--- src/source/proc_defs.svh ---
// processor widths and depths
`ifndef PROC_DEFS_SVH
`define PROC_DEFS_SVH

// data and instruction word width
`define PROC_WORD_W 16

// register file size and index width
`define PROC_REG_CNT 8
`define PROC_REG_AW 3

// data memory depth in words
`define PROC_DMEM_WORDS 256

// nop encoding, opcode 5'b00001 with zero fields
`define PROC_NOP_WORD 16'h0800

`endif
--- src/source/fetch.sv ---
// instruction fetch stage
`include "proc_defs.svh"

module fetch (
   input  logic                    clk,
   input  logic                    rst,
   input  logic                    stall,
   input  logic                    flush,
   input  logic                    halt,
   input  logic [`PROC_WORD_W-1:0] next_pc,
   input  logic [`PROC_WORD_W-1:0] imem_data,
   output logic [`PROC_WORD_W-1:0] imem_addr,
   output logic [`PROC_WORD_W-1:0] if_instr,
   output logic [`PROC_WORD_W-1:0] if_pc2
);

   logic [`PROC_WORD_W-1:0] pc;
   logic [`PROC_WORD_W-1:0] pc_plus2;

   assign imem_addr = pc;
   assign pc_plus2  = pc + `PROC_WORD_W'(2);

   // pc and fetched word, redirect beats load-use hold
   always_ff @(posedge clk) begin
      if (rst) begin
         pc       <= '0;
         if_instr <= `PROC_NOP_WORD;
      end else if (!halt) begin
         if (flush) begin
            pc       <= next_pc;
            if_instr <= `PROC_NOP_WORD;
         end else if (!stall) begin
            pc       <= pc_plus2;
            if_instr <= imem_data;
         end
      end
   end

   // return address travels with the word
   always_ff @(posedge clk) begin
      if (!halt && !stall) begin
         if_pc2 <= pc_plus2;
      end
   end

endmodule

--- config.mk ---
export PLATFORM = sky130hd
export DESIGN_NAME = fetch
export DESIGN_NICKNAME = d
export VERILOG_FILES = /design/src/source/fetch.sv
export VERILOG_INCLUDE_DIRS = /design/src /design/src/source
export SDC_FILE = /design/constraint.sdc
export NUM_CORES = 1
export LEC_CHECK = 0
export ABC_CLOCK_PERIOD_IN_PS = 2400
export BUFFER_PORTS_ARGS = -buffer_cell sky130_fd_sc_hd__buf_2
export CAP_MARGIN = 20
export CORE_ASPECT_RATIO = 1.4
export CORE_MARGIN = 5
export CORE_UTILIZATION = 30
export DETAILED_ROUTE_END_ITERATION = 7
export PLACE_DENSITY = 0.51
export SLEW_MARGIN = 20
export SYNTH_ARGS = -nofsm -noshare
export SYNTH_HDL_FRONTEND = slang
export SYNTH_SLANG_ARGS = --single-unit
--- constraint.sdc ---
create_clock -name clk -period 2.4 [get_ports clk]
set_input_delay 0.36 -clock clk [delete_from_list [all_inputs] [get_ports clk]]
set_output_delay 0.36 -clock clk [all_outputs]
set_load 0.005 [all_outputs]
== Word-level counts from Yosys, hierarchy flattened ==
Index checks and enable logic that the tools add are counted.
Operators by class
  multipliers: 0
  shift-type cells: 0
  div/mod/pow operators: 0
  equal/unequal tests: 1
  bitwise gates (word level): 1
  order comparisons: 0
  muxes and demuxes: 4
  add/sub/neg operators: 1
  reduce and logical (&&, ||, !) cells: 4
Operator list (number)
  $mux 16: 4
  $add 16x2->16 const B: 1
  $logic_not 1->1: 2
  $ne 2x1->1 const B: 1
  $reduce_and 2->1: 1
  $logic_and 1x1->1: 1
  $not 1->1: 1
Word-level totals
  bits in writable memories: 0
  bits in registers: 48
  memories: 0
  logic and storage cells: 14
  memory bits (read-only): 0
  output and inout port bits: 48
  bits in latches: 0
  bits of input ports: 37

== Longest topological paths before layout ==
  word-level depth: 3
  mapped depth: 7
  gate-level depth less buffers: 5

== Worst setup path before layout ==
OpenSTA, ideal clock, no wires.
  path kind: in2reg
  from: in halt
  to: reg if_pc2[0] (enable)
  required time: 2.012 ns
  cell stages on the path: 2
  path buffers: 1
  arrival time: 1.246 ns
  slack: 0.766 ns
  library setup time: 0.388 ns
  cell sequence: clkbuf_1 > nor2_1
On the way
  longest elaborated chain between the ends: 2
Ends and longest elaborated chain
  start: declaration: line fetch.sv:9  | input logic halt,
  $logic_not 1->1: line fetch.sv:41  | if (!halt && !stall) begin
  $logic_and 1x1->1: line fetch.sv:41
  end signal: assignment: line fetch.sv:42  | if_pc2 <= pc_plus2;
  end: declaration: line fetch.sv:14  | output logic [`PROC_WORD_W-1:0] if_pc2
Every way passes these cells.
A chain may end at the register's enable or synchronous reset.

== Worst setup path in the final report ==
  from: reg pc[1] (netlist: imem_addr[1])
  to: reg pc[15] (netlist: imem_addr[15])
On the way
  longest elaborated chain between the ends: 3
Ends and longest elaborated chain
  start: declaration: line fetch.sv:17  | logic [`PROC_WORD_W-1:0] pc;
  start signal: assignment: line fetch.sv:30  | pc <= next_pc;
  start signal: assignment: line fetch.sv:33  | pc <= pc_plus2;
  $add 16x2->16: line fetch.sv:21  | assign pc_plus2 = pc + `PROC_WORD_W'(2);
  $mux 16: line fetch.sv:32  | end else if (!stall) begin
  $mux 16: line fetch.sv:29  | if (flush) begin
Every way passes these cells. The select of a mux whose other input is x is not followed.

==> flow_metrics.py <==
metrics = {
    "cts": {
        "ctsRootBufferMaster": "clkbuf_8",
        "clockBufferDepth": 2,
        "cts_sinks": 48,
        "h-tree-depth": 2,
        "cts_resized": 0,
        "tritoncts": "done",
        "post_cts_buffers": 0,
        "postCtsHoldBufs": 0,
        "numCtsBuffers": 5,
        "clkLatencyLatePin_ns": 0.31,
        "clk_pin_slew_ns": 0.08,
    },
    "synth": {
        "synth_top_family_by_area": "simple AND/OR/NAND/NOR gates",
        "syn_area_um2": 2220,
        "synth_seq_cells": 48,
        "syn_inst": 229,
        "netlist-cell-type-count": 41,
        "syn_nets": 267,
        "async_flop_share": 0,
        "synth.avg_cell_area_um2": 9.68,
        "ys_warn_count": 0,
        "synth-adder-area-share": 0.00565,
        "synthXorXnorAreaFrac": 0.0514,
        "synth_edf_count": 16,
        "synth_compound_area_frac": 0.141,
        "yosys_most_used_dff": "dfxtp_1",
        "muxShareOfSynthArea": 0.0181,
        "synth-seq-area-share": 0.506,
        "synth-simple-area-share": 0.229,
    },
    "timing": {
        "worstMarginPinSlew_ns": 0.663,
        "grt_setup_unrepaired": "false",
        "report.final.slew_viol_count": 0,
        "hold_viol": 0,
        "finalSetupTns_ns": 0,
        "worst_slack_ns": 0.461,
        "relSlewSlack": 0.558,
        "fin_crit_sh": 0.808,
        "skew_ns": 0.0104,
        "holdWs_ns": 0.291,
        "setup_viol_count_final": 0,
        "fmax_mhz": 516,
        "fin_crit_ns": 1.94,
    },
    "route": {
        "drtAntennaViolNets": 0,
        "drtIter0Drc": 86,
        "vias": 1955,
        "routed_via_density": 4.85,
        "detail_route.wl_per_cell_um": 15.0,
        "firstDrtPassIters": 4,
        "drc_errors": 0,
        "drt_wl_total_um": 6040,
    },
    "worst_hold_path": {
        "min_from": "next_pc[0]",
        "worstHoldPathType": "input pin to flop",
    },
    "global_route": {
        "gr-total-overflow": 0,
        "grt_pass1_wl_um": 9830,
        "grt_pass1_vias": 1967,
        "grt_max_degree": 36,
        "grt.total_usage": 0.138,
        "antenna_found_initial": 0,
    },
    "critical_path": {
        "rrSetupSlack_ns": 0.46,
        "timing.rr.end": "imem_addr[15]",
        "crit_arrival_ns": 2.10,
        "cpMaxStageDelayCell": "dfxtp_1",
        "cpPeakStageDelay_ns": 0.47,
        "rr_worst_depth": 5,
        "path_max_fanout": 7,
        "cp-endpoint": "imem_addr[15]",
        "crit_family": "simple AND/OR/NAND/NOR gates",
        "path_cells": "ha_1, nand2_1, nor4_2, mux2i_1, a31oi_1",
        "critPathKind": "flop to flop",
        "path_depth": 5,
        "crit_buf_inv": 0,
        "worstReg2RegStart": "imem_addr[1]",
        "cp.required_ns": 2.56,
        "endpoint_kind": "flop",
        "crit_path_start": "imem_addr[1]",
        "critPathLaunchType": "flop",
    },
    "place": {
        "port_buffers": 84,
        "dp.cells": 395,
        "post-place-ws_ns": 0.446,
        "dpl_cell_area_um2": 2710,
        "gp_congestion": 0.789,
        "dp_hpwl_um": 4420,
    },
    "die": {
        "rows": 37,
        "die_h_um": 112,
        "fp.dieW_um": 82.6,
        "die_area_um2": 9230,
        "core_area_um2": 7270,
        "start_util": 0.305,
        "ios": 85,
    },
    "cells_and_area": {
        "drive_gt1_frac": 0.333,
        "final_cell_count_no_fill": 403,
        "syn_to_final_growth_pct": 25.9,
        "antenna_cells": 0,
        "layout_common_cells": "buf_2, dfxtp_1, nor2_1",
        "post-route-util": 0.384,
        "fin_nets": 343,
        "final_common_cell": "buf_2",
        "fin_area_um2": 2790,
    },
    "pwr": {
        "power.leakage_nw": 1.21,
        "vdd_drop_max_mv": 0.327,
        "total_power_mw": 1.58,
        "power_density_nw_per_um2": 566,
    },
    "job": {
        "drv_cap": 0,
    },
    "run_status": {
        "status": "finished clean",
    },
}
[state kept, by name, summed over array words and instances (netlist names)]
register and flops:
if_instr 16, if_pc2 16, imem_addr 16
[where the power goes]
group / internal (mW) / switching (mW) / total, mW
Sequential: 0.877 / 0.0334 / 0.910
Combinational: 0.0898 / 0.104 / 0.194
Clock: 0.208 / 0.267 / 0.475
[worst register-to-register path, cell delays in order, from the launching register on]
cell	delay, ns
dfxtp_1	0.47
ha_1	0.36
nand2_1	0.18
nor4_2	0.47
mux2i_1	0.23
a31oi_1	0.09
[routing by layer]
layer,vias to the layer above,global-route usage,part of all wire
met2,70,0.227,0.49
met5,-,0,0
met4,0,0.0600,0.027
li1,984,-,-
met1,892,0.164,0.41
met3,9,0.0372,0.073
[synthesized netlist by cell type (all sizes together) (2+ instances only)]
cell type  number  area [µm²]
dfxtp          32         641
nor2           23        86.3
a22oi          16         120
edfxtp         16         480
nand2          15        56.3
buf            11        63.8
clkbuf         11        41.3
nand3          11        55.1
a21oi          10        50.1
nor3            9        45.0
nor4            9        77.6
o21ai           8        40.0
xnor2           7        61.3
xor2            6        52.6
a31oi           5        31.3
nand4           5        52.6
and3            4        25.0
mux2i           4        40.0
nor2b           4        25.0
o31ai           3        22.5
a211o           2        17.5
and2            2        12.5
and4            2        18.8
nand2b          2        12.5
nor3b           2        15.0
or3             2        12.5
[how the worst min path moves through the flow]
stage,to,slack [ns],depth (start not counted)
after floorplan,if_pc2[0],0.43,0
after global placement,if_instr[11],0.45,2
after detailed placement,if_pc2[0],0.47,0
after CTS,imem_addr[0],0.28,3
after global routing,imem_addr[0],0.30,3
final,imem_addr[0],0.29,3
[logic make-up after synthesis]
kind of cell	Yosys count
AOI/OAI and AO/OA	48
buffers and inverters	23
DFF	48
adders and majority gates	1
muxes	4
xor gates and xnor gates	13
and+or+nand+nor	92
[final cells by class]
class / instances / area, µm²
fillers: 773 / 4480
flip-flops and latches: 48 / 1120
multi-input cells: 158 / 991
repair buffers: 91 / 473
well taps: 97 / 121
clock buffers: 8 / 80.1
inverters: 1 / 3.75
(Power assumes the default switching activity.)
