$ cat src/source/proc_defs.svh
// processor widths and depths
`ifndef PROC_DEFS_SVH
`define PROC_DEFS_SVH

// data and instruction word width
`define PROC_WORD_W 16

// register file size and index width
`define PROC_REG_CNT 8
`define PROC_REG_AW 3

// data memory depth in words
`define PROC_DMEM_WORDS 256

// nop encoding, opcode 5'b00001 with zero fields
`define PROC_NOP_WORD 16'h0800

`endif
$ cat src/source/proc_pkg.sv
// processor instruction types
package proc_pkg;

   // major opcode, instruction bits 15 to 11
   // codes not listed here are illegal
   typedef enum logic [4:0] {
      op_halt = 5'b00000,
      op_nop  = 5'b00001,
      op_j    = 5'b00100,
      op_addi = 5'b01000,
      op_beqz = 5'b01100,
      op_st   = 5'b10000,
      op_ld   = 5'b10001,
      op_lbi  = 5'b11000,
      op_add  = 5'b11010,
      op_sub  = 5'b11011,
      op_and  = 5'b11100,
      op_xor  = 5'b11101
   } opcode_e;

   // alu function
   typedef enum logic [1:0] {
      alu_add = 2'b00,
      alu_sub = 2'b01,
      alu_and = 2'b10,
      alu_xor = 2'b11
   } alu_op_e;

   // source of the register writeback value
   typedef enum logic [1:0] {
      wb_alu = 2'b00,
      wb_mem = 2'b01,
      wb_pc2 = 2'b10
   } wb_src_e;

endpackage

$ cat src/source/memory.sv
// data memory stage
`include "proc_defs.svh"

module memory (
   input  logic                    clk,
   input  logic                    rst,
   input  logic [`PROC_WORD_W-1:0] ex_result,
   input  logic [`PROC_WORD_W-1:0] ex_store,
   input  logic [`PROC_WORD_W-1:0] ex_pc2,
   input  logic [`PROC_REG_AW-1:0] ex_rd,
   input  logic                    ex_reg_wr,
   input  logic                    ex_mem_rd,
   input  logic                    ex_mem_wr,
   input  logic                    ex_halt,
   input  proc_pkg::wb_src_e       ex_wb_src,
   output logic                    halt,
   output logic                    wb_en,
   output logic [`PROC_REG_AW-1:0] wb_reg,
   output logic [`PROC_WORD_W-1:0] wb_data
);
   import proc_pkg::*;

   localparam int dmem_aw = $clog2(`PROC_DMEM_WORDS);

   logic [`PROC_WORD_W-1:0] dmem [`PROC_DMEM_WORDS];
   logic [dmem_aw-1:0]      addr;
   logic [`PROC_WORD_W-1:0] rd_word;
   logic [`PROC_WORD_W-1:0] wb_value;

   // word address wraps at the array depth
   assign addr    = ex_result[dmem_aw-1:0];
   assign rd_word = ex_mem_rd ? dmem[addr] : '0;

   always_ff @(posedge clk) begin
      if (ex_mem_wr && !halt) begin
         dmem[addr] <= ex_store;
      end
   end

   always_comb begin
      case (ex_wb_src)
         wb_mem:  wb_value = rd_word;
         wb_pc2:  wb_value = ex_pc2;
         default: wb_value = ex_result;
      endcase
   end

   // halt latches here and freezes the whole pipe
   always_ff @(posedge clk) begin
      if (rst) begin
         halt  <= 1'b0;
         wb_en <= 1'b0;
      end else if (halt) begin
         wb_en <= 1'b0;
      end else begin
         halt  <= ex_halt;
         wb_en <= ex_reg_wr;
      end
   end

   // MEM/WB payload
   always_ff @(posedge clk) begin
      if (!halt) begin
         wb_reg  <= ex_rd;
         wb_data <= wb_value;
      end
   end

endmodule

$ cat config.mk
export PLATFORM = sky130hd
export DESIGN_NAME = memory
export DESIGN_NICKNAME = d
export VERILOG_FILES = /design/src/source/proc_pkg.sv /design/src/source/memory.sv
export VERILOG_INCLUDE_DIRS = /design/src /design/src/source
export SDC_FILE = /design/constraint.sdc
export NUM_CORES = 2
export LEC_CHECK = 0
export BUFFER_PORTS_ARGS = -buffer_cell sky130_fd_sc_hd__buf_2
export CORE_ASPECT_RATIO = 1.5
export CORE_MARGIN = 3
export CORE_UTILIZATION = 30
export DETAILED_ROUTE_END_ITERATION = 7
export GPL_TIMING_DRIVEN = 1
export MAX_ROUTING_LAYER = met4
export PLACE_DENSITY_LB_ADDON = 0.1
export SLEW_MARGIN = 30
export SYNTH_ARGS = -nofsm -noshare
export SYNTH_HDL_FRONTEND = slang
export SYNTH_SLANG_ARGS = --single-unit
$ cat constraint.sdc
create_clock -name clk -period 3.6 [get_ports clk]
set_input_delay 0.18 -clock clk [delete_from_list [all_inputs] [get_ports clk]]
set_output_delay 0.18 -clock clk [all_outputs]
set_load 0.05 [all_outputs]
== Word-level counts from Yosys, hierarchy flattened ==
Memory sizes are Yosys's and may differ from the RTL's.
Cells that the tools add are included.

* Eq/ne operators: 2
* Muxes and demuxes: 5
* Reductions and logical operators: 3

{| class="wikitable"
|+ Operator list
! cell !! number
|-
| 16-bit one-hot mux with 2 select lines || 1
|-
| 16-bit two-way mux || 1
|-
| 1-bit two-way mux || 3
|-
| 2-bit by 1-bit == test with 1-bit output (second input constant) || 1
|-
| 2-bit == test (second input constant) || 1
|-
| 2-bit OR reduction || 1
|-
| 1-bit logical AND || 1
|-
| 1-bit logical NOT || 1
|}

* Flip-flop bits (word level): 21
* RAM bits: 4,096
* Input bits: 59
* Output and inout port bits: 21
* Logic and storage cells: 15
* Memories: 1

{| class="wikitable"
|+ Memories
! memory !! depth !! bits a word !! read ports !! clocked after Yosys merged registers in !! write ports !! line !! RTL
|-
| dmem || 256 || 16 || 1 || 0 || 1 || memory.sv:25 || <nowiki>logic [`PROC_WORD_W-1:0] dmem [`PROC_DMEM_WORDS];</nowiki>
|}

== Depth between registers and ports, before layout ==
* Depth in word-level cells: 4
* Gate-level depth with buffers: 12
* Depth with buffers taken out: 9

== Least setup slack after synthesis ==
No wires, ideal clock.

* Path type: in2reg
* Start: input port ex_result[0]
* End: memory dmem[184][0] (netlist bit) (enable)
* Setup time: 0.388 ns
* Arrival: 2.635 ns
* Data required time: 3.212 ns
* Path slack: 0.577 ns
* Stages on the path: 10
* Path buffers: 7
* Cells stage by stage: buf_6 buf_6 buf_4 buf_4 buf_4 buf_2 nor3b_1 nand2_1 clkbuf_1 nor2_1

{| class="wikitable"
|+ RTL lines
! what !! line !! RTL
|-
| from (decl) || memory.sv:7 || <nowiki>input logic [`PROC_WORD_W-1:0] ex_result,</nowiki>
|-
| to (decl) || memory.sv:25 ||
|}

Straight into the memory's write port.

== Final worst setup path ==
* Start: memory dmem[95][6] (netlist bit)
* End: register wb_data[6], data pin

* Longest elaborated chain between the ends: 3

{| class="wikitable"
|+ Ends and longest elaborated chain
! what !! line !! RTL
|-
| memory 256 x 16 bit || - ||
|-
| 16-bit two-way mux || memory.sv:32 || <nowiki>assign rd_word = ex_mem_rd ? dmem[addr] : '0;</nowiki>
|-
| 16-bit one-hot mux with 2 select lines || memory.sv:41 || <nowiki>case (ex_wb_src)</nowiki>
|-
| via wb_value[6] || memory.sv:28 || <nowiki>logic [`PROC_WORD_W-1:0] wb_value;</nowiki>
|-
| to (signal assigned) || memory.sv:65 || <nowiki>wb_data <= wb_value;</nowiki>
|-
| to (decl) || memory.sv:19 || <nowiki>output logic [`PROC_WORD_W-1:0] wb_data</nowiki>
|}

The timed path passes the listed nets, and every way through them passes these cells.
A chain may end at the register's enable or synchronous reset.

==> flow_summary.yaml <==
logic_synthesis:
  synth.area.top_cells: "edfxtp_1, mux4_2, mux2i_1, a22oi_1, nor2_1"
  synth-edff-count: 4115
  avgSynthCellArea_um2: 21.5
  syn_area_um2: 158000
  synth_top_area_frac: 0.784
  synth_warnings: 0
  synth-xor-area-share: 0
  seq_area_frac_synth: 0.784
  netlist_instances: 7325
  synth_area_leader_cell: "edfxtp_1"
  synth_top_family_by_area: "multiplexers"
  synthAdderAreaFrac: 0.000159
  synthArstFlopShare: 0
  ys.flop_type: "edfxtp_1"
  ys_seq_elements: 4117
  muxShareOfSynthArea: 0.149
  synth.distinct_cells: 46
  syn-num-nets: 7386
  synth-compound-area-share: 0.0311
  synthTopCellsByCount: "edfxtp_1, mux4_2, mux2i_1"
  synth_most_common_cell: "edfxtp_1"
  synthSimpleGateAreaFrac: 0.0232
placement:
  dpl_cell_area_um2: 175000
  globalplace.congestion: 0.829
  dp_hpwl_um: 339000
  dp.cells: 14800
  io_buffers: 79
  place_ws_ns: -0.696
sta:
  finalSetupTns_ns: 0
  post-route-period-util: 0.909
  setup_ws_ns: 0.328
  timing.fmax_mhz: 306
  rsz0062_at_grt: "no"
  slew_headroom: 0.268
  hold_ws_ns: 0.139
  setup_violations: 0
  drv_slew: 0
  tightest_slew_ns: 1.10
  hold_viol_final: 0
  skew_ns: 0.0473
  period_minus_slack_ns: 3.27
pwr:
  powerDensity_nw_per_um2: 537
  peakVddDrop_uv: 363
  total_power_mw: 101
  p_leak_nw: 60.1
worst_setup_path:
  reg2reg_depth: 7
  critPathLaunchType: "flip-flop"
  cp_num_buf_inv: 0
  crit_arrival_ns: 3.99
  cp_cell_sequence: "mux4_2 > a22oi_1 > a21oi_1 > a21oi_1 > o21ai_0 > o2bb2ai_1 > nand3_1"
  critPathCaptureType: "flip-flop"
  cpMostUsedCell: "a21oi_1"
  crit_slowest_cell: "a22oi_1"
  critical_path.top_delay_family: "compound AO/OA/AOI/OAI gates"
  max_stage_delay_ns: 0.67
  worst-setup-path-type: "reg -> reg"
  required_ns: 4.32
  path_max_fanout: 1
  reg2reg_slack_ns: 0.33
  crit_cells: 7
min_path:
  holdPathStages: 7
  hold_path.class: "in -> reg"
cells_and_area:
  layout-drive-gt1-share: 0.303
  finalInstanceArea_um2: 189000
  fin_cells: 15700
  post-route-util: 0.361
  multi_input_area_um2: 32600
  fillers: 48300
  largest_register_ffs: 4096
  ff_latch_area_um2: 124000
  layout.nets: 8458
  area_growth_pct: 19.7
detailed_routing:
  wl_per_cell_um: 33.1
  drt_wl_total_um: 518000
  first_pass_iters: 7
  antenna_left: 0
  drc: 0
  drtIter0Drc: 7082
  viasPerCell: 5.03
  vias: 78700
floorplanning:
  rows: 325
  design.portCount: 80
  die-area_um2: 534000
  die_y_um: 894
  start_util: 0.301
  core-area_um2: 523000
  die-width_um: 598
global_route:
  grt_pass1_vias: 82500
  grtUsageTotal: 0.197
  grt_max_degree: 110
  grt_pass1_wl_um: 712000
  antenna_found_initial: 42
  overflow: 0
outcome:
  outcome: "completed"
cts:
  clk_latency_ns: 1.01
  cts-resized-gates: 0
  htree_levels: 5
  path_clk_slew_ns: 0.07
  cts_tree: "done"
  cts_setup_buffers: 0
  clockRootBuffer: "clkbuf_16"
  clkSinkCount: 4117
  holdBufCountCts: 29
  cts-buffers-inserted: 409
  clk_path_buf_depth: 4
flow_run:
  cap_violations: 0
[routing by layer]
metal | up-vias | wire [um] | GRT usage
met2 | 1752 | 280000 | 0.355
met3 | 528 | 19600 | 0.0212
met5 | - | 0 | -
met4 | 0 | 16600 | 0.0553
met1 | 43300 | 202000 | 0.233
li1 | 33100 | - | -
[worst register-to-register path, delay by kind of cell, from the launching register on]
kind	cells	cell delay, ns
compound gates	5	1.97
flops	1	0.38
mux	1	0.48
simple gates	1	0.16
[worst paths after layout]
path,start,to
setup / recovery,dmem[95][6]$_DFFE_PP_,wb_data[6]$_DFFE_PN_
hold / removal,ex_result[14],wb_data[14]$_DFFE_PN_
setup reg to reg,dmem[95][6]$_DFFE_PP_,wb_data[6]$_DFFE_PN_
hold reg to reg,halt$_SDFF_PP0_,wb_en$_SDFF_PP0_
[cell families after synthesis]
group,Yosys count
AO/OA/AOI/OAI,642
adder cells (fa/ha/maj),2
AND/OR/NAND/NOR,807
buffers and inverters,435
multiplexers,1322
flip-flops,4117
[layout by cell type (no fill, tap or decap), drive strengths merged, types with 71 or more instances in the layout]
cell type / instances
a21oi: 83
buf: 1062
edfxtp: 4115
nor2: 292
a221oi: 107
mux4: 811
a22oi: 226
nand2: 200
nand3: 135
mux2i: 481
clkbuf: 497
diode: 71
clkinv: 178
[final cells by class]
class	count	area share
clock inverters	242	0.0127
repair buffers	1091	0.0562
flip-flops and latches	4117	0.655
well taps	6867	0.0455
clock buffers	497	0.0568
inverters	5	0.0000995
multi-input cells	2773	0.173
diodes	71	0.000942
[power by group]
| group | internal (mW) | total (mW) | switching [mW] |
|---|---|---|---|
| clock network | 24.2 | 42.8 | 18.5 |
| registers | 52.8 | 52.9 | 0.120 |
| logic | 2.04 | 5.69 | 3.66 |
No activity file was read; power rests on OpenSTA's default activity.
