==> src/source/proc_defs.svh <==
// processor widths and depths
`ifndef PROC_DEFS_SVH
`define PROC_DEFS_SVH

// data and instruction word width
`define PROC_WORD_W 16

// register file size and index width
`define PROC_REG_CNT 8
`define PROC_REG_AW 3

// data memory depth in words
`define PROC_DMEM_WORDS 256

// nop encoding, opcode 5'b00001 with zero fields
`define PROC_NOP_WORD 16'h0800

`endif
==> src/source/proc_pkg.sv <==
// processor instruction types
package proc_pkg;

   // major opcode, instruction bits 15 to 11
   // codes not listed here are illegal
   typedef enum logic [4:0] {
      op_halt = 5'b00000,
      op_nop  = 5'b00001,
      op_j    = 5'b00100,
      op_addi = 5'b01000,
      op_beqz = 5'b01100,
      op_st   = 5'b10000,
      op_ld   = 5'b10001,
      op_lbi  = 5'b11000,
      op_add  = 5'b11010,
      op_sub  = 5'b11011,
      op_and  = 5'b11100,
      op_xor  = 5'b11101
   } opcode_e;

   // alu function
   typedef enum logic [1:0] {
      alu_add = 2'b00,
      alu_sub = 2'b01,
      alu_and = 2'b10,
      alu_xor = 2'b11
   } alu_op_e;

   // source of the register writeback value
   typedef enum logic [1:0] {
      wb_alu = 2'b00,
      wb_mem = 2'b01,
      wb_pc2 = 2'b10
   } wb_src_e;

endpackage

==> src/source/execution.sv <==
// execution stage
`include "proc_defs.svh"

module execution (
   input  logic                    clk,
   input  logic                    rst,
   input  logic                    halt,
   input  proc_pkg::opcode_e       id_opcode,
   input  proc_pkg::alu_op_e       id_alu_op,
   input  proc_pkg::wb_src_e       id_wb_src,
   input  logic [`PROC_WORD_W-1:0] id_rs_val,
   input  logic [`PROC_WORD_W-1:0] id_rt_val,
   input  logic [`PROC_WORD_W-1:0] id_rd_val,
   input  logic [`PROC_WORD_W-1:0] id_imm,
   input  logic [`PROC_WORD_W-1:0] id_pc2,
   input  logic [`PROC_REG_AW-1:0] id_rs,
   input  logic [`PROC_REG_AW-1:0] id_rt,
   input  logic [`PROC_REG_AW-1:0] id_rd,
   input  logic                    id_reg_wr,
   input  logic                    id_mem_rd,
   input  logic                    id_mem_wr,
   input  logic                    mem_rd_fwd_en,
   input  logic [`PROC_REG_AW-1:0] mem_reg,
   input  logic [`PROC_WORD_W-1:0] mem_result,
   input  logic                    wb_en,
   input  logic [`PROC_REG_AW-1:0] wb_reg,
   input  logic [`PROC_WORD_W-1:0] wb_data,
   output logic                    flush,
   output logic [`PROC_WORD_W-1:0] next_pc,
   output logic [`PROC_WORD_W-1:0] ex_result,
   output logic [`PROC_WORD_W-1:0] ex_store,
   output logic [`PROC_WORD_W-1:0] ex_pc2,
   output logic [`PROC_REG_AW-1:0] ex_rd,
   output logic                    ex_reg_wr,
   output logic                    ex_mem_rd,
   output logic                    ex_mem_wr,
   output logic                    ex_halt,
   output proc_pkg::wb_src_e       ex_wb_src,
   output logic                    err
);
   import proc_pkg::*;

   logic [`PROC_WORD_W-1:0] rs_fwd;
   logic [`PROC_WORD_W-1:0] rt_fwd;
   logic [`PROC_WORD_W-1:0] rd_fwd;
   logic [`PROC_WORD_W-1:0] alu_a;
   logic [`PROC_WORD_W-1:0] alu_b;
   logic [`PROC_WORD_W-1:0] alu_out;
   logic                    legal;
   logic                    kill;

   // nearest older producer wins
   function automatic logic [`PROC_WORD_W-1:0] fwd(input logic [`PROC_REG_AW-1:0] idx,
                                                    input logic [`PROC_WORD_W-1:0] rf_val);
      if (mem_rd_fwd_en && mem_reg == idx) begin
         return mem_result;
      end else if (wb_en && wb_reg == idx) begin
         return wb_data;
      end
      return rf_val;
   endfunction

   always_comb begin
      rs_fwd = fwd(id_rs, id_rs_val);
      rt_fwd = fwd(id_rt, id_rt_val);
      rd_fwd = fwd(id_rd, id_rd_val);
   end

   // alu operand select
   always_comb begin
      alu_a = rs_fwd;
      alu_b = id_imm;
      case (id_opcode)
         op_add, op_sub, op_and, op_xor: alu_b = rt_fwd;
         op_lbi: alu_a = '0;
         default: ;
      endcase
   end

   always_comb begin
      case (id_alu_op)
         alu_sub: alu_out = alu_a - alu_b;
         alu_and: alu_out = alu_a & alu_b;
         alu_xor: alu_out = alu_a ^ alu_b;
         default: alu_out = alu_a + alu_b;
      endcase
   end

   assign legal = id_opcode inside {op_nop, op_halt, op_add, op_sub, op_and, op_xor,
                                    op_addi, op_lbi, op_ld, op_st, op_beqz, op_j};

   // anything behind a halt in MEM is dead
   assign kill = halt || ex_halt;

   // branch and jump resolution
   assign flush   = !kill && (id_opcode == op_j || (id_opcode == op_beqz && rd_fwd == '0));
   assign next_pc = id_pc2 + {id_imm[`PROC_WORD_W-2:0], 1'b0};

   // EX/MEM control
   always_ff @(posedge clk) begin
      if (rst) begin
         ex_reg_wr <= 1'b0;
         ex_mem_rd <= 1'b0;
         ex_mem_wr <= 1'b0;
         ex_halt   <= 1'b0;
         err       <= 1'b0;
      end else if (!kill) begin
         ex_reg_wr <= id_reg_wr;
         ex_mem_rd <= id_mem_rd;
         ex_mem_wr <= id_mem_wr;
         ex_halt   <= (id_opcode == op_halt);
         // sticky until reset
         err       <= err || !legal;
      end
   end

   // EX/MEM payload
   always_ff @(posedge clk) begin
      if (!kill) begin
         ex_result <= alu_out;
         ex_store  <= rd_fwd;
         ex_pc2    <= id_pc2;
         ex_rd     <= id_rd;
         ex_wb_src <= id_wb_src;
      end
   end

endmodule

==> config.mk <==
export PLATFORM = sky130hd
export DESIGN_NAME = execution
export DESIGN_NICKNAME = d
export VERILOG_FILES = /design/src/source/proc_pkg.sv /design/src/source/execution.sv
export VERILOG_INCLUDE_DIRS = /design/src /design/src/source
export SDC_FILE = /design/constraint.sdc
export NUM_CORES = 1
export LEC_CHECK = 0
export ABC_AREA = 1
export ABC_CLOCK_PERIOD_IN_PS = 7700
export BUFFER_PORTS_ARGS = -buffer_cell sky130_fd_sc_hd__buf_2
export CORE_ASPECT_RATIO = 0.7
export CORE_MARGIN = 4
export CORE_UTILIZATION = 55
export DETAILED_ROUTE_END_ITERATION = 12
export PLACE_DENSITY = 0.88
export SETUP_SLACK_MARGIN = 0.05
export SLEW_MARGIN = 20
export SYNTH_ARGS = -nofsm -noshare
export SYNTH_HDL_FRONTEND = slang
export SYNTH_SLANG_ARGS = --single-unit
export TNS_END_PERCENT = 20
==> constraint.sdc <==
create_clock -name clk -period 7.7 [get_ports clk]
set_input_delay 1.54 -clock clk [delete_from_list [all_inputs] [get_ports clk]]
set_output_delay 1.54 -clock clk [all_outputs]
set_load 0.05 [all_outputs]
* Word-level counts from Yosys, hierarchy flattened
Index checks and enable logic that the tools add are counted.
W data, S select, Z words.
** Storage, ports and cells
- Register bits after elaboration :: 58
- Input bits :: 144
- Output and inout bits :: 75
- Word-level logic and storage cells :: 70
** Operators by class
- $add $sub $neg :: 3
- Eq/ne operators :: 20
- Mux-type cells :: 18
- Bitwise gates (word level) :: 2
- Reduce and logical (&&, ||, !) cells :: 17
** Operators by type and width (count)
- $mux W16 :: 11
- $pmux W16 S3 :: 1
- $eq A5 B5 Y1 const B :: 7
- $add A16 B16 Y16 :: 2
- $eq A3 B3 Y1 :: 6
- $and A16 B16 Y16 :: 1
- $logic_not A16 Y1 :: 1
- $sub A16 B16 Y16 :: 1
- $xor A16 B16 Y16 :: 1
- $reduce_bool A12 Y1 :: 1
- $eq A5 B4 Y1 const B :: 2
- $logic_and A1 B1 Y1 :: 8
- $mux W1 :: 6
- $eq A5 B1 Y1 const B :: 1
- $eq A5 B3 Y1 const B :: 1
- $logic_not A5 Y1 :: 1
- $eq A2 B2 Y1 const B :: 2
- $reduce_or A4 Y1 :: 1
- $logic_or A1 B1 Y1 :: 3
- $eq A2 B1 Y1 const B :: 1
- $logic_not A1 Y1 :: 2

* Longest topological paths before layout
- Depth after elaboration :: 9
- Gate-level depth with buffers :: 29
- Depth with buffers taken out :: 28

* Worst setup path after synthesis
No wires, ideal clock.
- Path kind :: input -> output
- Start :: in halt
- End :: out flush
- Data arrival time :: 5.243 ns
- Slack :: 0.917 ns
- Cell stages on the path :: 3
- Cells stage by stage :: nor2_1 inv_1 a21oi_1
** On the way
- Longest elaborated chain between the ends :: 3
** Ends and longest elaborated chain
- start, declared :: RTL line execution.sv:7 : input logic halt,
- $logic_or A1 B1 Y1 :: RTL line execution.sv:93 : assign kill = halt || ex_halt;
- $logic_not A1 Y1
- $logic_and A1 B1 Y1 :: RTL line execution.sv:96 : assign flush = !kill && (id_opcode == op_j || (id_opcode == op_beqz && rd_fwd == '0));
- end, declared :: RTL line execution.sv:28 : output logic flush,
Every way passes these cells.

* Worst setup path in the final report
- Start :: in mem_reg[1]
- End :: out flush
** On the way
- Longest elaborated chain between the ends :: 8
** Ends and longest elaborated chain
- start, declared :: RTL line execution.sv:23 : input logic [`PROC_REG_AW-1:0] mem_reg,
- $eq A3 B3 Y1 (*) :: RTL line execution.sv:55 : if (mem_rd_fwd_en && mem_reg == idx) begin
- $logic_and A1 B1 Y1 (*) :: RTL line execution.sv:55
- $mux W16 or $mux W1 (tied branches) :: RTL line execution.sv:55
- $mux W16 (*) :: RTL line execution.sv:60 : return rf_val;
- $logic_not A16 Y1 (*) :: RTL line execution.sv:96
- $logic_and A1 B1 Y1 (*) :: RTL line execution.sv:96
- $logic_or A1 B1 Y1 (*) :: RTL line execution.sv:96
- $logic_and A1 B1 Y1 (*) :: RTL line execution.sv:96
Mark *: on every way between the ends. The rest lies on a longest branch, timed or not.

==> run_results.csv <==
group,metric,value,unit
logic_synthesis,synth_edf_count,53,
worst_setup_path,start_kind,"input pin",
sta,hold_violations,0,
clocking,clkSlewWorstSetupHoldPaths,0.06,ns
worst_setup_path,worst-r2r-setup-slack,6.23,ns
clocking,cts_buffers,9,
floorplanning,chipWidth,130,um
worst_setup_path,cp_top_family,"simple AND/OR/NAND/NOR gates",
routing,drt_iter0_markers,765,
worst_setup_path,reg2reg_depth,2,
logic_synthesis,synthesis.area,0.00575,sq mm
worst_hold_path,hp-class,"flip-flop to flip-flop",
worst_setup_path,critPathSlowestCell,"nand3b_1",
routing,vias_per_cell,5.60,
sta,setup-tns-final,0,ns
run,drv_cap,0,
place,io_buffer_count,218,
outcome,status,"completed",
routing,via_count,6475,
routing,antenna_left,0,
logic_synthesis,ys_seq_area_share,29.4,%
routing,wl_per_cell,17.0,um
sta,slew_headroom,37.3,%
logic_synthesis,synth_cells,816,
worst_setup_path,worst-path-buf-inv,4,
cells_and_area,nNetsFinal,1215,
worst_setup_path,cp-endpoint,"flush",
worst_setup_path,cp_max_fo,15,
grt,grt_use_total,32.0,%
floorplanning,die_h,93.5,um
grt,grt_overflow,0,
clocking,cts_setup_buffers,0,
clocking,clock_path_buffers,2,
logic_synthesis,ys.flop_type,"edfxtp_1",
sta,worst_slew_pin_slew,0.938,ns
cells_and_area,area_growth,25.2,%
cells_and_area,nFillCells,825,
clocking,cts-resized-gates,0,
cells_and_area,insertedDiodeCount,0,
routing,drc,0,
pwr,ir_drop,179,uV
place,gp_congestion,1.00,
pwr,power_density,199,mW/mm^2
cells_and_area,register_area,0.00169,sq mm
sta,fmax,0.170,GHz
logic_synthesis,synth_warnings,0,
sta,worst_slack,1.81,ns
logic_synthesis,ys_seq_elements,58,
sta,period_share,76.5,%
grt,antenna_found_initial,0,
worst_setup_path,arrival,4.35,ns
clocking,cts_hold_buffers,0,
grt,grt_pass1_vias,5897,
place,dp_hpwl,16000,um
worst_setup_path,max_stage_delay,0.54,ns
worst_setup_path,setup.worst_path.end_class,"output pin",
cells_and_area,multi_input_area,0.00350,sq mm
grt,grt_pass1_wl,30500,um
logic_synthesis,ys_types,47,
pwr,power.leakage,3.80,nW
worst_setup_path,startpoint,"mem_reg[1]",
floorplanning,initial_utilization,57.8,%
worst_setup_path,path_class,"input pin to output pin",
logic_synthesis,syn-num-nets,1008,
clocking,clock_latency,0.34,ns
sta,setup_viol,0,
routing,first_pass_iters,5,
sta,rsz0062_at_grt,"no",
clocking,htreeDepth,3,
logic_synthesis,synthArstFlopShare,0,%
sta,fin_crit,5.89,ns
clocking,clockRootBuffer,"clkbuf_16",
floorplanning,io_pins,219,
place,preCtsSetupSlack,1.65,ns
sta,finalClockSkew,0.00621,ns
clocking,clock-sinks,58,
floorplanning,rows,30,
floorplanning,die_area,0.0122,sq mm
grt,grt_max_degree,58,
worst_setup_path,reg2reg_to,"ex_result[7]",
logic_synthesis,avgSynthCellArea,7.04,sq um
worst_setup_path,r2r-start,"ex_halt",
worst_setup_path,crit_required,6.16,ns
floorplanning,core,0.00995,sq mm
routing,drt_wl_total,19700,um
worst_setup_path,path_cells,"buf_2 > inv_2 > o21ai_0 > a21oi_1 > nand2_1 > nand3b_1 > inv_1 > a221oi_1 > nand2_1 > nor2_1 > nand3_1 > a21oi_1 > buf_2",
sta,final_max_slew_viol_count,0,
cells_and_area,drive_above_1_share,27.8,%
clocking,cts_tree,"yes",
worst_setup_path,cp_num_cells,13,
-- placed cells by master, fill, tap and decap left out, types with 12 or more instances in the layout --
cell	instances
edfxtp_1	53
nand3_1	69
nor3_1	22
a21oi_1	49
or2_2	17
nand2_2	12
inv_1	107
xor2_1	22
nor2_1	61
nand2_1	204
ha_1	46
o21ai_0	36
buf_2	218
-- worst min-delay path by stage --
stage	startpoint	endpoint	slack, ns	cells past startpoint
5_1_grt	ex_mem_wr	ex_mem_wr	0.47	2
3_5_place_dp	err	err	0.45	2
2_1_floorplan	err	err	0.66	2
3_3_place_gp	err	err	0.44	2
6_report	ex_reg_wr	ex_reg_wr	0.46	2
4_1_cts	ex_reg_wr	ex_reg_wr	0.46	2
-- routing by layer --
metal	wire, um	GRT usage, %	part of all wire [%]	vias up
li1	-	-	-	3140
met1	8330	44.5	42	2897
met2	8500	48.5	43	397
met3	2420	9.82	12	41
met4	401	7.44	2.0	0
met5	0	0	0	-
-- final cells by class --
cell class / count / area share, %
Clock buffer: 9 / 3.13
Clock inverter: 7 / 0.974
Inverter: 117 / 6.10
Multi-Input combinational cell: 617 / 48.7
Sequential cell: 58 / 23.5
Tap cell: 128 / 2.23
Timing Repair Buffer: 220 / 15.4
-- metrics by stage --
stage	std cells	hold slack (ns)	power, mW	instance area (sq um)	util (%)
5_1_grt	1156	0.470	1.50	7190	72.3
3_5_place_dp	1140	0.450	1.02	6900	69.4
2_1_floorplan	816	0.661	0.858	5750	-
4_1_cts	1156	0.457	1.42	7190	72.3
6_report	1156	0.460	1.43	7190	72.3
3_3_place_gp	1140	0.443	1.01	6900	69.4
-- where the power goes --
group | internal (mW) | switching, mW | total, mW
clock | 0.249 | 0.153 | 0.401
sequential | 0.384 | 0.00682 | 0.391
combinational | 0.191 | 0.446 | 0.637
total | 0.823 | 0.606 | 1.43
-- worst register-to-register path: cells and delay by family, from the launching register on --
kind	cells	cell delay, ns
simple gates	1	0.12
flops	1	0.35
buf+inv	1	0.59
-- sequential cells by signal (all words and copies together) (netlist names) --
| register | count |
|---|---|
| ex_pc2 | 16 |
| ex_reg_wr | 1 |
| ex_mem_rd | 1 |
| ex_result | 16 |
| ex_wb_src | 2 |
| ex_halt | 1 |
| ex_rd | 3 |
| ex_mem_wr | 1 |
| err | 1 |
| ex_store | 16 |
-- cells by family (layout without fill, tap and decap cells) --
group           count (synthesis)  count (layout)  share of synthesized area, %
xor+xnor                       31              31                          4.73
flops                          58              58                          29.4
simple gates                  406             406                          31.6
fa+ha+maj                      48              48                          10.7
compound gates                132             132                          13.8
buf+inv                       141             353                          9.73
-- synth_stat cells, types with 2 or more instances --
cell,count,area share (%)
nand2_1,204,13
xor2_1,22,3.4
nand4_1,5,0.54
ha_1,46,10
a22o_1,2,0.30
a31oi_1,3,0.33
buf_4,4,0.52
o22ai_1,4,0.44
nor2_1,62,4.1
fa_1,2,0.70
o21ai_0,36,3.1
clkbuf_1,12,0.78
nand2_2,12,1.3
inv_1,107,7.0
a221oi_1,3,0.46
nand3_2,2,0.35
o221ai_1,8,1.2
o31ai_1,3,0.39
a21o_1,5,0.65
a311oi_1,2,0.30
dfxtp_1,5,1.7
nor3_1,22,1.9
nor2_2,3,0.33
a21boi_0,2,0.26
a21oi_1,49,4.3
nand3_1,69,6.0
buf_2,6,0.52
inv_2,9,0.59
o211ai_1,8,1.0
or2_2,17,1.9
nand2_4,3,0.59
nand3b_1,4,0.52
xnor2_1,9,1.4
edfxtp_1,53,28
(Power assumes the default switching activity.)
