$ cat config.mk
export PLATFORM = sky130hd
export DESIGN_NAME = decode
export DESIGN_NICKNAME = d
export VERILOG_FILES = /design/src/source/proc_pkg.sv /design/src/source/decode.sv
export VERILOG_INCLUDE_DIRS = /design/src /design/src/source
export SDC_FILE = /design/constraint.sdc
export NUM_CORES = 1
export LEC_CHECK = 0
export ABC_AREA = 1
export BUFFER_PORTS_ARGS = -buffer_cell sky130_fd_sc_hd__buf_2
export CORE_ASPECT_RATIO = 1.5
export CORE_MARGIN = 2
export CORE_UTILIZATION = 30
export CTS_CLUSTER_DIAMETER = 120
export DETAILED_ROUTE_END_ITERATION = 8
export SLEW_MARGIN = 0
export SYNTH_ARGS = -nofsm -noshare
export SYNTH_HDL_FRONTEND = slang
export SYNTH_SLANG_ARGS = --single-unit
$ cat constraint.sdc
create_clock -name clk -period 4.66 [get_ports clk]
set_clock_uncertainty 0.15 [all_clocks]
set_input_delay 0.233 -clock clk [delete_from_list [all_inputs] [get_ports clk]]
set_output_delay 0.233 -clock clk [all_outputs]
set_load 0.01 [all_outputs]
$ cat src/source/proc_defs.svh
// processor widths and depths
`ifndef PROC_DEFS_SVH
`define PROC_DEFS_SVH

// data and instruction word width
`define PROC_WORD_W 16

// register file size and index width
`define PROC_REG_CNT 8
`define PROC_REG_AW 3

// data memory depth in words
`define PROC_DMEM_WORDS 256

// nop encoding, opcode 5'b00001 with zero fields
`define PROC_NOP_WORD 16'h0800

`endif
$ cat src/source/proc_pkg.sv
// processor instruction types
package proc_pkg;

   // major opcode, instruction bits 15 to 11
   // codes not listed here are illegal
   typedef enum logic [4:0] {
      op_halt = 5'b00000,
      op_nop  = 5'b00001,
      op_j    = 5'b00100,
      op_addi = 5'b01000,
      op_beqz = 5'b01100,
      op_st   = 5'b10000,
      op_ld   = 5'b10001,
      op_lbi  = 5'b11000,
      op_add  = 5'b11010,
      op_sub  = 5'b11011,
      op_and  = 5'b11100,
      op_xor  = 5'b11101
   } opcode_e;

   // alu function
   typedef enum logic [1:0] {
      alu_add = 2'b00,
      alu_sub = 2'b01,
      alu_and = 2'b10,
      alu_xor = 2'b11
   } alu_op_e;

   // source of the register writeback value
   typedef enum logic [1:0] {
      wb_alu = 2'b00,
      wb_mem = 2'b01,
      wb_pc2 = 2'b10
   } wb_src_e;

endpackage

$ cat src/source/decode.sv
// instruction decode stage
`include "proc_defs.svh"

module decode (
   input  logic                    clk,
   input  logic                    rst,
   input  logic [`PROC_WORD_W-1:0] if_instr,
   input  logic [`PROC_WORD_W-1:0] if_pc2,
   input  logic                    flush,
   input  logic                    halt,
   input  logic                    wb_en,
   input  logic [`PROC_REG_AW-1:0] wb_reg,
   input  logic [`PROC_WORD_W-1:0] wb_data,
   output proc_pkg::opcode_e       id_opcode,
   output proc_pkg::alu_op_e       id_alu_op,
   output proc_pkg::wb_src_e       id_wb_src,
   output logic [`PROC_WORD_W-1:0] id_rs_val,
   output logic [`PROC_WORD_W-1:0] id_rt_val,
   output logic [`PROC_WORD_W-1:0] id_rd_val,
   output logic [`PROC_WORD_W-1:0] id_imm,
   output logic [`PROC_WORD_W-1:0] id_pc2,
   output logic [`PROC_REG_AW-1:0] id_rs,
   output logic [`PROC_REG_AW-1:0] id_rt,
   output logic [`PROC_REG_AW-1:0] id_rd,
   output logic                    id_reg_wr,
   output logic                    id_mem_rd,
   output logic                    id_mem_wr,
   output logic                    stall
);
   import proc_pkg::*;

   logic [`PROC_WORD_W-1:0] rf [`PROC_REG_CNT];

   opcode_e                 opcode;
   alu_op_e                 alu_op;
   wb_src_e                 wb_src;
   logic [`PROC_REG_AW-1:0] rd_f;
   logic [`PROC_REG_AW-1:0] rs_f;
   logic [`PROC_REG_AW-1:0] rt_f;
   logic [`PROC_REG_AW-1:0] dst;
   logic [`PROC_WORD_W-1:0] imm5;
   logic [`PROC_WORD_W-1:0] imm8;
   logic [`PROC_WORD_W-1:0] imm11;
   logic [`PROC_WORD_W-1:0] imm;
   logic [`PROC_WORD_W-1:0] rs_val;
   logic [`PROC_WORD_W-1:0] rt_val;
   logic [`PROC_WORD_W-1:0] rd_val;
   logic                    use_rs;
   logic                    use_rt;
   logic                    use_rd;
   logic                    reg_wr;

   // write first, so a same-cycle writeback is seen here
   function automatic logic [`PROC_WORD_W-1:0] rf_read(input logic [`PROC_REG_AW-1:0] idx);
      if (wb_en && wb_reg == idx) begin
         return wb_data;
      end
      return rf[idx];
   endfunction

   // instruction fields
   assign opcode = opcode_e'(if_instr[15:11]);
   assign rd_f   = if_instr[10:8];
   assign rs_f   = if_instr[7:5];
   assign rt_f   = if_instr[4:2];
   assign imm5   = {{(`PROC_WORD_W-5){if_instr[4]}}, if_instr[4:0]};
   assign imm8   = {{(`PROC_WORD_W-8){if_instr[7]}}, if_instr[7:0]};
   assign imm11  = {{(`PROC_WORD_W-11){if_instr[10]}}, if_instr[10:0]};

   always_comb begin
      alu_op = alu_add;
      imm    = imm5;
      case (opcode)
         op_sub: alu_op = alu_sub;
         op_and: alu_op = alu_and;
         op_xor: alu_op = alu_xor;
         op_lbi, op_beqz: imm = imm8;
         op_j: imm = imm11;
         default: ;
      endcase
   end

   assign wb_src = (opcode == op_ld) ? wb_mem : (opcode == op_j) ? wb_pc2 : wb_alu;
   assign reg_wr = opcode inside {op_add, op_sub, op_and, op_xor, op_addi, op_lbi, op_ld, op_j};
   assign use_rt = opcode inside {op_add, op_sub, op_and, op_xor};
   assign use_rs = use_rt || (opcode inside {op_addi, op_ld, op_st});
   assign use_rd = opcode inside {op_st, op_beqz};
   // j links into r7
   assign dst    = (opcode == op_j) ? {`PROC_REG_AW{1'b1}} : rd_f;

   always_comb begin
      rs_val = rf_read(rs_f);
      rt_val = rf_read(rt_f);
      rd_val = rf_read(rd_f);
   end

   always_ff @(posedge clk) begin
      if (wb_en) begin
         rf[wb_reg] <= wb_data;
      end
   end

   // load in EX feeding a source read here
   assign stall = id_mem_rd && ((use_rs && id_rd == rs_f) ||
                                (use_rt && id_rd == rt_f) ||
                                (use_rd && id_rd == rd_f));

   // ID/EX control, bubble on stall or flush
   always_ff @(posedge clk) begin
      if (rst) begin
         id_opcode <= op_nop;
         id_reg_wr <= 1'b0;
         id_mem_rd <= 1'b0;
         id_mem_wr <= 1'b0;
      end else if (!halt) begin
         if (flush || stall) begin
            id_opcode <= op_nop;
            id_reg_wr <= 1'b0;
            id_mem_rd <= 1'b0;
            id_mem_wr <= 1'b0;
         end else begin
            id_opcode <= opcode;
            id_reg_wr <= reg_wr;
            id_mem_rd <= (opcode == op_ld);
            id_mem_wr <= (opcode == op_st);
         end
      end
   end

   // ID/EX payload
   always_ff @(posedge clk) begin
      if (!halt) begin
         id_alu_op <= alu_op;
         id_wb_src <= wb_src;
         id_rs_val <= rs_val;
         id_rt_val <= rt_val;
         id_rd_val <= rd_val;
         id_imm    <= imm;
         id_pc2    <= if_pc2;
         id_rs     <= rs_f;
         id_rt     <= rt_f;
         id_rd     <= dst;
      end
   end

endmodule

# Word level (Yosys, flattened, before mapping)

Memories as Yosys holds them, arrays and structs flattened. A register that Yosys moved wholly into a read port is not among the register bits.
Index checks and enable logic that the tools add are counted.

Register bits: 53
RAM bits: 128
Input port bits: 56
Output and inout port bits: 102
Memories: 1

Memories:

| name | words | width | read ports | clocked after Yosys merged registers in | wr ports | line         | source |
|---|---|---|---|---|---|---|---|
| rf   | 8     | 16    | 3          | 3                                       | 1        | decode.sv:32 | `` logic [`PROC_WORD_W-1:0] rf [`PROC_REG_CNT]; `` |

Eq/ne operators: 13
Mux-type cells: 9
Reduce and logical (&&, ||, !) cells: 16

Operators by type and width:

| operator                                                         | number |
|---|---|
| 5-bit == test (second input constant)                            | 7 |
| 16-bit one-hot mux with 2 select lines                           | 1 |
| 5-bit by 4-bit == test with 1-bit output (second input constant) | 2 |
| 3-bit == test                                                    | 3 |
| 8-bit nonzero test                                               | 1 |
| 2-bit one-hot mux with 3 select lines                            | 1 |
| 5-bit by 3-bit == test with 1-bit output (second input constant) | 1 |
| 1-bit two-way mux                                                | 5 |
| 5-bit two-way mux                                                | 1 |
| 1-bit logical AND                                                | 4 |
| 1-bit logical OR                                                 | 4 |
| 4-bit nonzero test                                               | 1 |
| 1-bit logical NOT                                                | 3 |
| 3-bit nonzero test                                               | 1 |
| 2-bit two-way mux                                                | 1 |
| 2-bit nonzero test                                               | 1 |
| 2-bit OR reduction                                               | 1 |

# Logic depth before layout (Yosys ltp)

Gate-level depths: netlist of the first run.

Word-level depth: 9
Gate-level depth with buffers: 12
Gate-level depth less buffers: 12

# Least setup slack after synthesis of the first run

No wires, ideal clock.

Kind: input port to flip-flop
Start: in halt
End: reg id_alu_op[0], enable pin
Data arrival time: 2223 ps
Path slack: 1354 ps
Cell stages on the path: 2
Path buffers: 1
Path through: clkbuf_1 > clkinv_1

RTL lines:

| item                   | line          | source |
|---|---|---|
| start: declaration     | decode.sv:10  | `input logic halt,` |
| end signal: assignment | decode.sv:133 | `id_alu_op <= alu_op;` |
| end: declaration       | decode.sv:15  | `output proc_pkg::alu_op_e id_alu_op,` |

No word-level cell between the ends.

# Final worst setup path of the first run

Start: in if_instr[9]
End: reg id_opcode[3]

Cells in the longest elaborated chain, start to end: 6

RTL lines:

| item                   | line          | source |
|---|---|---|
| start: declaration     | decode.sv:7   | `` input logic [`PROC_WORD_W-1:0] if_instr, `` |
| 3-bit == test          | decode.sv:106 | `(use_rd && id_rd == rd_f));` |
| 1-bit logical AND      | decode.sv:106 |  |
| 1-bit logical OR       | decode.sv:105 | `(use_rt && id_rd == rt_f) \|\|` |
| 1-bit logical AND      | decode.sv:104 | `assign stall = id_mem_rd && ((use_rs && id_rd == rs_f) \|\|` |
| 1-bit logical OR       | decode.sv:116 | `if (flush \|\| stall) begin` |
| 5-bit two-way mux      | decode.sv:116 |  |
| end signal: assignment | decode.sv:111 | `id_opcode <= op_nop;` |
| end signal: assignment | decode.sv:117 | `id_opcode <= op_nop;` |
| end signal: assignment | decode.sv:122 | `id_opcode <= opcode;` |
| end: declaration       | decode.sv:14  | `output proc_pkg::opcode_e id_opcode,` |

No other way between the ends.
A chain may end at the register's enable or synchronous reset.

==> results of run 1 <==
-- sequential cells by signal (all words and copies together) (netlist names), 2 cells and up --
name,flops
id_wb_src,2
id_pc2,16
id_alu_op,2
id_rt_val,16
id_rs,3
id_rd,3
id_rd_val,16
id_opcode,5
rf,128
id_imm,11
id_rs_val,16
-- where the power goes --
part | internal, W | total [W] | switching (W) | leakage [nW]
Sequential | 0.00230 | 0.00235 | 0.0000443 | 2.06
Clock | 0.000883 | 0.00163 | 0.000743 | 0.304
Combinational | 0.000209 | 0.000597 | 0.000389 | 2.54
Total | 0.00339 | 0.00457 | 0.00118 | 4.90
-- how the worst min path moves through the flow --
| stage | from | end | slack, ps | cells after the start |
|---|---|---|---|---|
| 6_report | if_instr[7] | id_rs[2] | 50 | 1 |
| 4_1_cts | if_instr[7] | id_rs[2] | 20 | 1 |
| 3_3_place_gp | if_pc2[6] | id_pc2[6] | 260 | 1 |
| 2_1_floorplan | if_instr[0] | id_imm[0] | 180 | 0 |
| 5_1_grt | if_instr[7] | id_rs[2] | 30 | 1 |
| 3_5_place_dp | if_pc2[2] | id_pc2[2] | 260 | 1 |
-- metrics by stage --
step                      utilization (%)  hold slack (ps)
final                                36.5             48.5
after CTS                            36.5             24.2
after global placement               33.5              260
after floorplan                         -              182
after global routing                 36.5             28.3
after detailed placement             33.5              261
-- cell type report --
class                      count  area share (%)
clock buffer                  23            4.05
clock inverter                13           0.770
inverter                     101            2.90
multi-input combinational    696            27.3
sequential                   221            49.8
tap                          478            4.54
timing repair buffer         222            10.6
-- logic make-up after synthesis --
group / synth area share (%)
buffers and inverters: 7.70
flip-flops: 59.6
AO/OA/AOI/OAI: 24.5
XOR/XNOR: 0.398
AND/OR/NAND/NOR: 7.87
-- cells in the final DEF (no fill, tap or decap) --
| cell | n |
|---|---|
| a31oi_1 | 1 |
| inv_4 | 1 |
| o211ai_1 | 96 |
| buf_2 | 155 |
| o21ai_1 | 33 |
| bufinv_16 | 1 |
| nand2_1 | 124 |
| o21ai_0 | 184 |
| edfxtp_1 | 213 |
| a21oi_1 | 161 |
| clkinv_4 | 2 |
| clkinv_2 | 4 |
| xor2_1 | 2 |
| a221oi_2 | 2 |
| nand3_1 | 31 |
| inv_2 | 6 |
| dfxtp_1 | 8 |
| clkinvlp_4 | 3 |
| nand4_1 | 7 |
| nor3_1 | 1 |
| nand2_4 | 1 |
| a21oi_2 | 1 |
| dlygate4sd3_1 | 47 |
| xnor2_1 | 3 |
| nor2_2 | 1 |
| buf_4 | 20 |
| inv_1 | 94 |
| o22ai_1 | 3 |
| clkbuf_16 | 21 |
| clkbuf_1 | 2 |
| o2111ai_2 | 1 |
| nand2_2 | 3 |
| nand3_2 | 1 |
| clkinv_1 | 3 |
| nor2_1 | 40 |
-- worst max-delay path, cell delays in order --
cell and delay (ps):
dlygate4sd3_1 530, buf_2 120, buf_4 600, nand2_1 120
nand2_1 100, nand3_1 70, nor2_1 90, nor2_1 70
nand2_2 70, nand2_4 80, nand4_1 80, dlygate4sd3_1 560
a21oi_1 60, dlygate4sd3_1 550
-- layer usage --
metal | wire (µm) | track usage [%]
met1 | 12500 | 19.0
met2 | 16500 | 29.1
met3 | 2190 | 2.83
met4 | 1220 | 7.81
met5 | 33 | 0
-- what timing repair did --
| item | 4_1_cts | 5_1_grt |
|---|---|---|
| endpoints found under the setup margin | 0 | 0 |
| hold buffers | 47 | 0 |
| hold endpoints to repair | 157 | 0 |
==> results.py, run 1 <==
metrics = {
    "run_status": {
        "status": "finished, final reports clean",
    },
    "timing": {
        "tightest_slew_ps": 1130,
        "post-route-period-util_pct": 66.2,
        "tns_ps": 0,
        "period_minus_slack_ps": 3080,
        "maxSlewHeadroom_pct": 24.3,
        "slew_viol_final": 0,
        "rsz0062_at_grt": "no",
        "fmax_mhz": 324,
        "setup_viol": 0,
        "fin_ws_ps": 1580,
        "hold_viol": 0,
    },
    "global_routing": {
        "track_usage_pct": 16.3,
        "grt_overflow": 0,
        "grt_pass1_wl_um": 48300,
        "antenna_found_initial": 2,
        "grt_max_degree": 73,
        "grt_pass1_vias": 8630,
    },
    "drt": {
        "first_iter_violations": 932,
        "drc": 0,
        "viasPerCell": 5.18,
        "dr.pass1.iters": 6,
        "ant_nets": 0,
        "vias": 9084,
        "wl_per_cell_um": 18.5,
        "wl_um": 32400,
    },
    "placed_design": {
        "dp_cells": 1671,
        "dpl.hpwl_um": 20200,
        "place.gp.congestion": 0.838,
        "place_area_um2": 12100,
        "portBuffers": 157,
        "dp_slack_ps": 1740,
    },
    "floorplan": {
        "coreArea_um2": 36100,
        "die_area_um2": 38300,
        "fp.dieW_um": 160,
        "rows": 85,
        "ios": 158,
        "die_h_um": 239,
        "start_util_pct": 30.5,
    },
    "yosys": {
        "syn_area_um2": 11000,
        "synth_seq_area_share_pct": 59.6,
        "synthTopCellsByArea": "edfxtp_1, o21ai_0, a21oi_1",
        "yosysUniqueCellTypes": 31,
        "yosysMostFrequentCell": "edfxtp_1",
        "synth_ff_type": "edfxtp_1",
        "synth_cells": 1110,
        "synth_common_cells": "edfxtp_1, o21ai_0, a21oi_1",
        "synth_top_area_cell": "edfxtp_1",
        "synth_edf_count": 213,
        "synth_nets": 1166,
        "synth-seq-cells": 221,
        "syn_avg_cell_area_um2": 9.91,
        "yosysWarnings": 0,
        "synth.top_cell.area_share_pct": 58.1,
        "async_flop_share_pct": 0,
    },
    "setup_path": {
        "r2r_cells": 10,
        "cp_max_fo": 66,
        "r2r-end": "id_opcode[3]",
        "cp_data_required_time_ps": 4910,
        "startpoint_type": "primary input",
        "cp_data_arrival_time_ps": 3340,
        "crit_path_start": "if_instr[9]",
        "worstSetupPathType": "primary input to flop",
        "crit_path_end_kind": "flop",
        "r2r_start": "id_rd[0]",
        "ff2ff_setup_slack_ps": 1970,
        "endpoint": "id_opcode[3]",
    },
    "clock_network": {
        "cts-buffers-inserted": 20,
        "cts_resized": 0,
        "cts.path.max_buffers": 3,
        "htreeDepth": 1,
        "cts_root_buffer": "clkbuf_16",
        "tritoncts": "yes",
        "path_clk_slew_ps": 60,
        "cts_sinks": 221,
        "cts_setup_buffers": 0,
        "clk-insertion-delay-late_ps": 520,
    },
    "finish": {
        "multi_input_area_um2": 3600,
        "diodes": 0,
        "final_nets": 1318,
        "drive_gt1_share_pct": 17.5,
        "area.sequential_um2": 6560,
        "fillers": 3505,
        "fin_cells": 1754,
        "area_growth_pct": 19.7,
        "fin_area_um2": 13200,
    },
    "power": {
        "powerDensity_nw_per_um2": 347,
        "p_leak_nw": 4.90,
        "power_w": 0.00457,
        "irDropWorstVdd_mv": 0.210,
    },
    "min_path": {
        "hold_class": "primary input to flop",
    },
    "flow_run": {
        "cap_violations": 0,
    },
}
Note: power is estimated with default switching activity, not from simulation.
==> run 2: changes to the inputs <==
==> constraint.sdc (replaced) <==
create_clock -name clk -period 3.05 [get_ports clk]
set_clock_uncertainty 0.15 [all_clocks]
set_input_delay 0.1525 -clock clk [delete_from_list [all_inputs] [get_ports clk]]
set_output_delay 0.1525 -clock clk [all_outputs]
set_load 0.01 [all_outputs]
==> run 2 against run 1 <==
Compared with the run above:
- register-to-register slack got worse by 1000 ps
- core utilization rose by 0.76 points
- global-route usage rose by 0.055 points
- combinational power grew 56%
- worst hold slack got worse by 4.5 ps
- critical path depth shrank 4
- routed wire length fell by 0.41%
- clock power rose by 74%
- final cell count increased by 1.1%
- flip-flop and latch count is the same
- clock-buffer cell count increased by 5
- largest power group unchanged
- highest routed layer unchanged
==> results.py, run 2 (synthesis gave the netlist of run 1 again) <==
metrics = {
    "global_routing": {
        "grt_max_degree": 124,
        "antenna_found_initial": 4,
        "track_usage_pct": 16.4,
        "grt_pass1_vias": 8882,
        "grt_overflow": 0,
        "grt_pass1_wl_um": 49000,
    },
    "setup_path": {
        "worstSetupPathType": "primary input to output pin",
        "worstPathCellList": "dlygate4sd3_1 -> buf_2 -> buf_4 -> xor2_1 -> nor3_1 -> nand2_1 -> nand2_2 -> nand2_4 -> inv_1 -> buf_2",
        "cp_max_fo": 25,
        "cp_slowest_cell": "dlygate4sd3_1",
        "cp_data_arrival_time_ps": 2210,
        "ff2ff_setup_slack_ps": 950,
        "crit_path_end_kind": "output pin",
        "critPathMaxStageDelay_ps": 530,
        "startpoint_type": "primary input",
        "cp_data_required_time_ps": 2750,
        "worst_path_most_repeated_cell": "buf_2",
    },
    "floorplan": {
        "die_area_um2": 38300,
        "coreArea_um2": 36100,
        "die_h_um": 239,
        "start_util_pct": 30.5,
        "ios": 158,
        "rows": 85,
        "fp.dieW_um": 160,
    },
    "finish": {
        "area.sequential_um2": 6560,
        "area_growth_pct": 22.2,
        "largest_reg_flops": 128,
        "multi_input_area_um2": 3600,
        "largest_register": "rf",
        "final_cell_mix": "edfxtp_1, o21ai_0, a21oi_1",
        "final_nets": 1334,
        "fin_cells": 1773,
        "fillers": 3534,
        "drive_gt1_share_pct": 18.6,
        "final_common_cell": "edfxtp_1",
    },
    "drt": {
        "first_iter_violations": 919,
        "drc": 0,
        "ant_nets": 0,
        "dr.pass1.iters": 7,
        "viasPerCell": 5.23,
        "wl_per_cell_um": 18.2,
        "vias": 9267,
        "wl_um": 32300,
    },
    "placed_design": {
        "portBuffers": 157,
        "dpl.hpwl_um": 20100,
        "dp_cells": 1684,
        "dp_slack_ps": 874,
        "place.gp.congestion": 0.846,
    },
    "power": {
        "power.share.combinational_pct": 12.7,
        "power_w": 0.00736,
        "powerDensity_nw_per_um2": 548,
        "swShare_pct": 25.1,
        "p_sw_w": 0.00184,
        "p_int_w": 0.00552,
        "irDropWorstVdd_mv": 0.336,
        "clock_power_share_pct": 38.6,
        "seqPwrFrac_pct": 48.7,
        "p_leak_nw": 5.05,
    },
    "timing": {
        "tns_ps": 0,
        "rsz0062_at_grt": "no",
        "slew_viol_final": 0,
        "fin_ws_ps": 537,
        "maxSlewHeadroom_pct": 52.9,
        "post-route-period-util_pct": 82.4,
        "period_minus_slack_ps": 2510,
        "hold_viol": 0,
        "whs_ps": 44.0,
        "setup_viol": 0,
        "tightest_slew_ps": 705,
        "fmax_mhz": 398,
    },
    "clock_network": {
        "cts_sinks": 221,
        "tritoncts": "yes",
        "cts_resized": 0,
        "path_clk_slew_ps": 60,
        "cts.path.max_buffers": 3,
        "clk-insertion-delay-late_ps": 530,
        "cts_root_buffer": "clkbuf_16",
        "htreeDepth": 1,
        "cts-buffers-inserted": 22,
    },
    "min_path": {
        "hold_class": "primary input to flop",
    },
    "flow_run": {
        "cap_violations": 0,
    },
    "run_status": {
        "status": "finished, final reports clean",
    },
}
-- run 2: timing repair --
action | 4_1_cts | 5_1_grt
hold buffers | 48 | 0
endpoints found under the setup margin | 0 | 0
buffers inserted | 0 | 0
endpoints found under the hold margin | 186 | 0
-- run 2: layout make-up --
| type | instances | share of cell area, % |
|---|---|---|
| Antenna cell | 1 | 0.0186 |
| Inverter | 101 | 2.84 |
| Clock buffer | 28 | 4.74 |
| Multi-Input combinational cell | 696 | 26.8 |
| Sequential cell | 221 | 48.8 |
| Clock inverter | 12 | 0.931 |
| Timing Repair Buffer | 236 | 11.5 |
| Tap cell | 478 | 4.45 |
-- run 2: power groups by stage --
stage,sequential (W),combinational (W),clock [W]
2_1_floorplan,0.00369,0.000493,0
3_3_place_gp,0.00365,0.000872,0
5_1_grt,0.00360,0.00103,0.00301
4_1_cts,0.00359,0.000935,0.00291
6_report,0.00359,0.000933,0.00284
3_5_place_dp,0.00365,0.000885,0
-- run 2: worst paths after layout --
kind | from | endpoint | depth (start not counted)
min reg2reg | id_opcode[4] | id_opcode[4] | 2
max | if_instr[6] | stall | 10
min | if_instr[4] | id_imm[4] | 2
max reg2reg | id_rd[0] | id_opcode[2] | 9
-- run 2: routing by layer --
metal	routed length, µm	global-route usage, %	vias to the layer above
met5	34	0	-
met3	2430	2.65	91
met4	1330	8.00	6
met1	12800	19.8	4380
met2	15700	28.3	430
li1	-	-	4360
-- run 2: worst max-delay path, delay by kind of cell --
family | cells | cell delay, ps
xor gates and xnor gates | 1 | 100
buffers and inverters | 5 | 1540
and+or+nand+nor | 4 | 400
-- run 2: per-stage QoR --
step	util, %	instance area, µm²
5_1_grt	37.3	13400
3_5_place_dp	33.8	12200
2_1_floorplan	-	11000
3_3_place_gp	33.8	12200
6_report	37.3	13400
4_1_cts	37.3	13400
